==> src/busPkg.sv <==
`default_nettype none

package busPkg;

    localparam int ADDR_W = 32;
    localparam int DATA_W = 32;
    // wide enough for up to 16 cores
    localparam int OWNER_W = 4;

    typedef enum logic [2:0] {
        IDLE,
        IFETCH,
        WRITEBACK,
        SNOOP,
        CHECK,
        FLUSH,
        READ
    } busStateE;

    // matches the memory controller state output
    typedef enum logic [1:0] {
        FREE,
        BUSY,
        ACCESS,
        ERROR
    } ramStateE;

    typedef struct packed {
        logic iREN;
        logic dREN;
        logic dWEN;
        logic readX;
        logic [ADDR_W-1:0] iaddr;
        logic [ADDR_W-1:0] daddr;
        logic [DATA_W-1:0] dstore;
    } cacheReqT;

    typedef struct packed {
        logic ccDirty;
        logic [DATA_W-1:0] snoopData;
    } snoopRespT;

    typedef struct packed {
        logic iwait;
        logic dwait;
        logic [DATA_W-1:0] iload;
        logic [DATA_W-1:0] dload;
        logic ccwait;
        logic ccinv;
        logic [ADDR_W-1:0] ccsnoopaddr;
    } cacheRespT;

    typedef struct packed {
        busStateE state;
        logic [OWNER_W-1:0] owner;
        logic [ADDR_W-1:0] snoopAddr;
        logic readX;
    } busCtlT;

    typedef struct packed {
        logic dataReq;
        logic instrReq;
        logic isWrite;
        logic dirty;
    } portStatT;

    typedef struct packed {
        logic ramREN;
        logic ramWEN;
        logic [ADDR_W-1:0] ramaddr;
        logic [DATA_W-1:0] ramstore;
    } ramReqT;

endpackage

`default_nettype wire

==> src/busSequencer.sv <==
`timescale 1ns/1ps
`default_nettype none

module busSequencer #(
    parameter int CPUS = 2
) (
    input  logic CLK,
    input  logic nRST,
    input  busPkg::portStatT [CPUS-1:0] portStat,
    // owner address and readX are taken from here when a transaction starts
    input  busPkg::cacheReqT [CPUS-1:0] cacheReq,
    input  logic ramDone,
    output busPkg::busCtlT busCtl
);
    import busPkg::*;

    busStateE state;
    busStateE stateNext;
    logic [OWNER_W-1:0] owner;
    logic [OWNER_W-1:0] ownerNext;
    logic [ADDR_W-1:0] snoopAddr;
    logic readX;
    logic anyDirty;

    // at most one peer can hold the block modified
    always_comb begin
        anyDirty = 1'b0;
        for (int i = 0; i < CPUS; i++) begin
            anyDirty = anyDirty | portStat[i].dirty;
        end
    end

    always_comb begin
        stateNext = state;
        ownerNext = owner;
        case (state)
            IDLE: begin
                // later loops override earlier ones and the lowest index wins inside each
                for (int i = CPUS - 1; i >= 0; i--) begin
                    if (portStat[i].instrReq) begin
                        stateNext = IFETCH;
                        ownerNext = OWNER_W'(i);
                    end
                end
                for (int i = CPUS - 1; i >= 0; i--) begin
                    if (portStat[i].dataReq && !portStat[i].isWrite) begin
                        stateNext = SNOOP;
                        ownerNext = OWNER_W'(i);
                    end
                end
                for (int i = CPUS - 1; i >= 0; i--) begin
                    if (portStat[i].dataReq && portStat[i].isWrite) begin
                        stateNext = WRITEBACK;
                        ownerNext = OWNER_W'(i);
                    end
                end
            end
            SNOOP: begin
                stateNext = CHECK;
            end
            CHECK: begin
                stateNext = anyDirty ? FLUSH : READ;
            end
            FLUSH: begin
                // dirty word goes to RAM before the requester reads
                if (ramDone) begin
                    stateNext = READ;
                end
            end
            IFETCH, WRITEBACK, READ: begin
                if (ramDone) begin
                    stateNext = IDLE;
                end
            end
            default: begin
                stateNext = IDLE;
            end
        endcase
    end

    always_ff @(posedge CLK, negedge nRST) begin
        if (!nRST) begin
            state <= IDLE;
            owner <= '0;
            readX <= 1'b0;
        end else begin
            state <= stateNext;
            owner <= ownerNext;
            if (state == IDLE) begin
                readX <= cacheReq[ownerNext].readX;
            end
        end
    end

    always_ff @(posedge CLK) begin
        if (state == IDLE) begin
            snoopAddr <= cacheReq[ownerNext].daddr;
        end
    end

    always_comb begin
        busCtl.state = state;
        busCtl.owner = owner;
        busCtl.snoopAddr = snoopAddr;
        busCtl.readX = readX;
    end

endmodule

`default_nettype wire

==> src/cachePort.sv <==
`timescale 1ns/1ps
`default_nettype none

module cachePort #(
    parameter int CPUS = 2,
    parameter int myIndex = 0
) (
    input  logic CLK,
    input  logic nRST,
    input  busPkg::cacheReqT req,
    input  busPkg::snoopRespT snoop,
    input  busPkg::busCtlT busCtl,
    input  logic [busPkg::DATA_W-1:0] ramload,
    input  logic ramDone,
    output busPkg::cacheRespT resp,
    output busPkg::portStatT stat,
    output busPkg::ramReqT ramReq
);
    import busPkg::*;

    logic isOwner;
    logic isPeer;
    logic snooped;
    logic finish;
    logic dirty;

    assign isOwner = int'(busCtl.owner) == myIndex;
    assign isPeer = !isOwner;
    assign snooped = isPeer && (busCtl.state inside {SNOOP, CHECK, FLUSH, READ});
    assign finish = isOwner && ramDone && (busCtl.state inside {IFETCH, WRITEBACK, READ});

    // peer's modified flag sampled at the end of SNOOP
    always_ff @(posedge CLK, negedge nRST) begin
        if (!nRST) begin
            dirty <= 1'b0;
        end else if (busCtl.state == SNOOP) begin
            dirty <= isPeer && snoop.ccDirty;
        end else if (busCtl.state == IDLE) begin
            dirty <= 1'b0;
        end
    end

    always_comb begin
        resp.iwait = req.iREN && !(finish && busCtl.state == IFETCH);
        resp.dwait = (req.dREN || req.dWEN) && !(finish && busCtl.state != IFETCH);
        resp.iload = (isOwner && busCtl.state == IFETCH) ? ramload : '0;
        resp.dload = (isOwner && busCtl.state == READ) ? ramload : '0;
        resp.ccwait = snooped;
        resp.ccinv = isPeer && busCtl.readX && (busCtl.state == SNOOP);
        resp.ccsnoopaddr = snooped ? busCtl.snoopAddr : '0;
    end

    always_comb begin
        stat.dataReq = req.dREN || req.dWEN;
        stat.instrReq = req.iREN;
        stat.isWrite = req.dWEN;
        stat.dirty = dirty;
    end

    always_comb begin
        ramReq = '0;
        case (busCtl.state)
            IFETCH: begin
                ramReq.ramREN = isOwner;
                ramReq.ramaddr = isOwner ? req.iaddr : '0;
            end
            WRITEBACK: begin
                ramReq.ramWEN = isOwner;
                ramReq.ramaddr = isOwner ? req.daddr : '0;
                ramReq.ramstore = isOwner ? req.dstore : '0;
            end
            FLUSH: begin
                // the modified copy is written at the snooped address
                ramReq.ramWEN = dirty;
                ramReq.ramaddr = dirty ? busCtl.snoopAddr : '0;
                ramReq.ramstore = dirty ? snoop.snoopData : '0;
            end
            READ: begin
                ramReq.ramREN = isOwner;
                ramReq.ramaddr = isOwner ? req.daddr : '0;
            end
            default: begin
                ramReq = '0;
            end
        endcase
    end

endmodule

`default_nettype wire

==> src/ramArbiter.sv <==
`timescale 1ns/1ps
`default_nettype none

module ramArbiter #(
    parameter int CPUS = 2
) (
    input  busPkg::ramReqT [CPUS-1:0] portReq,
    input  busPkg::ramStateE ramState,
    output busPkg::ramReqT ramReq,
    output logic ramDone
);
    import busPkg::*;

    ramReqT merged;
    logic active;

    // only one port drives a nonzero request
    always_comb begin
        merged = '0;
        for (int i = 0; i < CPUS; i++) begin
            merged = ramReqT'(merged | portReq[i]);
        end
    end

    assign active = merged.ramREN || merged.ramWEN;

    assign ramReq = merged;

    // one strobe per finished access
    assign ramDone = active && (ramState == ACCESS);

endmodule

`default_nettype wire

==> src/busController.sv <==
`timescale 1ns/1ps
`default_nettype none

module busController #(
    parameter int CPUS = 2
) (
    input  logic CLK,
    input  logic nRST,
    input  busPkg::cacheReqT [CPUS-1:0] cacheReq,
    input  busPkg::snoopRespT [CPUS-1:0] snoopResp,
    output busPkg::cacheRespT [CPUS-1:0] cacheResp,
    output busPkg::ramReqT ramReq,
    input  logic [busPkg::DATA_W-1:0] ramload,
    input  busPkg::ramStateE ramState
);
    import busPkg::*;

    busCtlT busCtl;
    portStatT [CPUS-1:0] portStat;
    ramReqT [CPUS-1:0] portRamReq;
    logic ramDone;

    busSequencer #(
        .CPUS(CPUS)
    ) uSequencer (
        .CLK(CLK),
        .nRST(nRST),
        .portStat(portStat),
        .cacheReq(cacheReq),
        .ramDone(ramDone),
        .busCtl(busCtl)
    );

    // one port per core
    for (genvar i = 0; i < CPUS; i++) begin : gPort
        cachePort #(
            .CPUS(CPUS),
            .myIndex(i)
        ) uPort (
            .CLK(CLK),
            .nRST(nRST),
            .req(cacheReq[i]),
            .snoop(snoopResp[i]),
            .busCtl(busCtl),
            .ramload(ramload),
            .ramDone(ramDone),
            .resp(cacheResp[i]),
            .stat(portStat[i]),
            .ramReq(portRamReq[i])
        );
    end

    ramArbiter #(
        .CPUS(CPUS)
    ) uRamArbiter (
        .portReq(portRamReq),
        .ramState(ramState),
        .ramReq(ramReq),
        .ramDone(ramDone)
    );

endmodule

`default_nettype wire

==> config.mk <==
export PLATFORM = sky130hd
export DESIGN_NAME = busController
export DESIGN_NICKNAME = d
export VERILOG_FILES = /design/src/busPkg.sv /design/src/busSequencer.sv /design/src/cachePort.sv /design/src/ramArbiter.sv /design/src/busController.sv
export SDC_FILE = /design/constraint.sdc
export NUM_CORES = 1
export LEC_CHECK = 0
export ABC_AREA = 1
export BUFFER_PORTS_ARGS = -buffer_cell sky130_fd_sc_hd__buf_4
export CAP_MARGIN = 40
export CORE_AREA = 2 2 222 224
export CTS_CLUSTER_SIZE = 40
export DETAILED_ROUTE_END_ITERATION = 8
export DIE_AREA = 0 0 224 226
export GPL_TIMING_DRIVEN = 0
export HOLD_SLACK_MARGIN = 0.12
export SYNTH_ARGS = -nofsm -noshare
export SYNTH_HDL_FRONTEND = slang
export SYNTH_SLANG_ARGS = --single-unit
==> constraint.sdc <==
create_clock -name CLK -period 3.2 [get_ports CLK]
set_input_delay 0.32 -clock CLK [delete_from_list [all_inputs] [get_ports CLK]]
set_output_delay 0.32 -clock CLK [all_outputs]
set_load 0.05 [all_outputs]
==> tab_implementation.tex <==
\begin{tabular}{lr}
\hline
Metric & Value \\
\hline
\multicolumn{2}{l}{\textbf{CTS}} \\
\quad Register clock-pin slew on the reported worst setup and hold paths & around 0.07 ns \\
\quad CTS tree & built \\
\quad Inserted Clock Buffers & 5 \\
\quad Clock insertion delay at the later pin of the skew report & 0.30 ns \\
\quad Maximum level of the CTS H-tree & 2 \\
\quad Clk sink count & 39 \\
\quad Cell at the root of the clock tree & clkbuf\_16 \\
\quad Largest buffer count on any clock path & 2 \\
\multicolumn{2}{l}{\textbf{Synth}} \\
\quad Combined area of all synthesized cells & 4808 um\^{}2 \\
\quad Number of library cell types mapped by synthesis & 24 \\
\quad Sequential area share after synthesis & 0.2363 \\
\quad Compound-gate portion of the synthesized area & 0.2784 \\
\quad Fraction of synthesized area in multiplexers & 0 \\
\quad Main combinational cell family by area after synthesis & simple AND/OR/NAND/NOR gates \\
\quad Synth Net Count & about 1100 \\
\quad Syn Area/Cell & 5.779 um\^{}2 \\
\quad Simple-Gate Fraction of Synth Area & 0.3224 \\
\quad Seq cells post-synth & 39 \\
\quad Synthesized instance count & 832 \\
\quad Post-synthesis xor/xnor area fraction & 0 \\
\quad Post-synthesis adder-cell area fraction & 0 \\
\quad Total number of yosys warnings & 0 \\
\multicolumn{2}{l}{\textbf{Setup path}} \\
\quad Cell at the slowest stage of the critical path & nor2\_4 \\
\quad Cell family with the largest share of critical-path delay & simple AND/OR/NAND/NOR gates \\
\quad Arrival time reported for the critical path endpoint & 2.74 ns \\
\quad Type of element launching the critical path & flip-flop \\
\quad Buf+Inv Stages, Crit Path & 4 \\
\quad Cell with the most instances on the worst path & nor2\_1 \\
\quad Required time of the worst setup path & 2.88 ns \\
\quad Critical path class & flip-flop to output pin \\
\quad Peak fanout along the critical path & 10 \\
\quad CP cell instances & buf\_2 > nor2\_1 > nand2\_1 > nor2\_4 > inv\_1 > buf\_1 > nor2\_1 > buf\_4 \\
\quad Worst setup EP type & output pin \\
\quad Slowest stage delay, CP & 0.37 ns \\
\multicolumn{2}{l}{\textbf{Global route}} \\
\quad Wire length of the first global-routing pass & 53090 um \\
\quad Number of global-route vias before repair & 8020 \\
\quad Final global-route overflow total & 0 \\
\quad Tot GR Track Use & 0.1437 \\
\quad Antenna violations before repair & 5 \\
\quad Pin count of the biggest net entering global routing & 24 \\
\multicolumn{2}{l}{\textbf{Detailed routing}} \\
\quad Via density & 4.056 \\
\quad Iteration-0 DRC Markers & 510 \\
\quad Count of unresolved DRC violations after routing & 0 \\
\quad Final ANT Viol Nets & 0 \\
\quad Total iterations of the first detailed-routing run & 5 \\
\quad Average wire per cell in the routed design & 19.22 um \\
\quad Drt total wl & 39070 um \\
\quad Vias & 8246 \\
\multicolumn{2}{l}{\textbf{Layout}} \\
\quad Register area & 1136 um\^{}2 \\
\quad Layout Area Growth over Synthesis & 108.8\% \\
\quad Number of fillers in the final layout & 5463 \\
\quad Non-filler cells in the finished layout & roughly 2000 \\
\quad Area of the multi-input gates & 2902 um\^{}2 \\
\quad Most frequent standard cell in the layout excluding fill and tap cells & buf\_4 \\
\quad NumNets Final & approximately 1700 \\
\quad Commonest cells after routing, fill and taps aside & buf\_4, nor2\_1, inv\_1 \\
\quad Post-route core utilization & 0.2077 \\
\quad Layout cell share with drive strength beyond 1 & 0.4471 \\
\multicolumn{2}{l}{\textbf{Die}} \\
\quad Top-level port count & approximately 570 \\
\quad Floorplan row count & 81 \\
\quad Area of the die & 50620 um\^{}2 \\
\quad Core Region & $\sim$48000 um\^{}2 \\
\quad Height of the chip & 226 um \\
\quad Die W & 224 um \\
\quad Starting density of the core & 0.09946 \\
\multicolumn{2}{l}{\textbf{Hold path}} \\
\quad Hold Crit Class & input pin to flip-flop \\
\multicolumn{2}{l}{\textbf{STA}} \\
\quad Final count of negative-setup-slack endpoints & 0 \\
\quad Share of the clock period used by the worst path after layout & 0.9548 \\
\quad Tightest Pin Transition & 0.7503 ns \\
\quad Minimum clock period & 3.056 ns \\
\quad Final total negative setup slack & 0 ns \\
\quad Achievable frequency & around 330 MHz \\
\quad Relative slew slack & 0.4998 \\
\quad Final clock skew & 0.01493 ns \\
\quad Max-slew violations & 0 \\
\quad RSZ-0062 raised after global routing & no \\
\quad Number of endpoints with negative hold slack in the final report & 0 \\
\multicolumn{2}{l}{\textbf{Place}} \\
\quad Total instance count after detailed placement & 2023 \\
\quad DPL Wire Length & 33210 um \\
\quad Final weighted congestion of routability-driven global placement & 0.8906 \\
\quad Buffers added on ports & 567 \\
\multicolumn{2}{l}{\textbf{Power}} \\
\quad Total power & approximately 8700 uW \\
\quad Power Dens Cells & about 860 nW/um\^{}2 \\
\quad Maximum VDD drop & 0.0003119 V \\
\quad Reported leakage power & 0.005360 uW \\
\multicolumn{2}{l}{\textbf{Run}} \\
\quad Maximum Capacitance Violations & 0 \\
\multicolumn{2}{l}{\textbf{Run status}} \\
\quad Outcome & completed \\
\hline
\end{tabular}
-- power breakdown --
part | total, uW | leakage [uW] | internal (uW) | switching (uW)
combinational | 7060 | 0.00488 | 1900 | 5160
sequential | 1090 | 0.000407 | 944 | 150
clock | 518 | 0.0000679 | 289 | 229
-- synthesized netlist by cell type, drive strengths merged --
master / n / area (um^2)
dfrtp: 7 / 175.2
edfxtp: 32 / 960.9
a32oi: 28 / 245.2
nor3: 3 / 15.01
a22oi: 50 / 375.4
or2: 1 / 6.260
clkbuf: 28 / 105.1
a21boi: 1 / 7.510
o21ai: 108 / 540.5
inv: 119 / 446.7
nand3b: 2 / 15.01
nand2: 112 / 430.4
buf: 38 / 231.5
nor2: 226 / 868.3
a21oi: 34 / 170.2
nand3: 43 / 215.2
-- registers in the layout (all words and copies together), names as in the netlist --
register and cells:
uSequencer.state 3, uSequencer.snoopAddr 32, uSequencer.readX 1, gPort.uPort.dirty 2
uSequencer.owner 1
-- path summary, 6_finish.rpt --
check | to | startpoint | slack (ns) | depth (start not counted)
setup / recovery | cacheResp[74] | uSequencer.state[1]$_DFFE_PN0P_ | 0.14 | 8
hold / removal | gPort[1].uPort.dirty$_DFFE_PN0P_ | snoopResp[65] | 0.26 | 3
setup reg to reg | uSequencer.snoopAddr[12]$_DFFE_PP_ | uSequencer.state[0]$_DFFE_PN0P_ | 1.15 | 8
hold reg to reg | uSequencer.readX$_DFFE_PN0P_ | uSequencer.readX$_DFFE_PN0P_ | 0.53 | 2
max in group asynchronous | gPort[0].uPort.dirty$_DFFE_PN0P_ | nRST | 2.60 | 2
min in group asynchronous | gPort[1].uPort.dirty$_DFFE_PN0P_ | nRST | 0.47 | 2
-- cell families after synthesis --
kind of cell | count (synthesis)
AOI/OAI and AO/OA | 221
buffers and inverters | 185
DFF | 39
and+or+nand+nor | 387
-- per-layer routing --
layer / wire length, um / global-route usage / vias up
met5: 0 / 0 / -
met2: 19390 / 0.2596 / 481
met3: 2500 / 0.01926 / 46
met1: 16240 / 0.1767 / 3832
li1: - / - / 3887
met4: 948 / 0.04258 / 0
-- through the flow --
step | worst slack, ns | hold WS, ns | cell area (um^2)
finish | 0.1445 | 0.2579 | 10040
global route | 0.001516 | 0.2691 | 10040
CTS | 0.01209 | 0.2458 | 10030
detailed placement | 0.08306 | 0.1474 | 9874
global placement | 0.09097 | 0.1442 | 9843
floorplan | 0.6288 | 0.02441 | 4808
-- worst min-delay path: cells and delay by family --
family	cells	cell delay [ns]
buffers and inverters	1	0.08
AOI/OAI and AO/OA	1	0.07
and+or+nand+nor	1	0.06
-- repair_timing --
item,CTS,global route
hold buffers,1,0
endpoints found under the setup margin,36,30
buffers inserted,0,0
endpoints found under the hold margin,7,0
gates resized for setup,2,4
-- final cells by class --
cell class / count / share of cell area
Antenna cell: 2 / 0.0004984
Buffer: 65 / 0.03327
Clock buffer: 7 / 0.01321
Clock inverter: 1 / 0.0004984
Inverter: 119 / 0.04486
Multi-Input combinational cell: 608 / 0.2890
Sequential cell: 39 / 0.1131
Tap cell: 622 / 0.07751
Timing Repair Buffer: 570 / 0.4280
No activity file was read; power rests on OpenSTA's default activity.
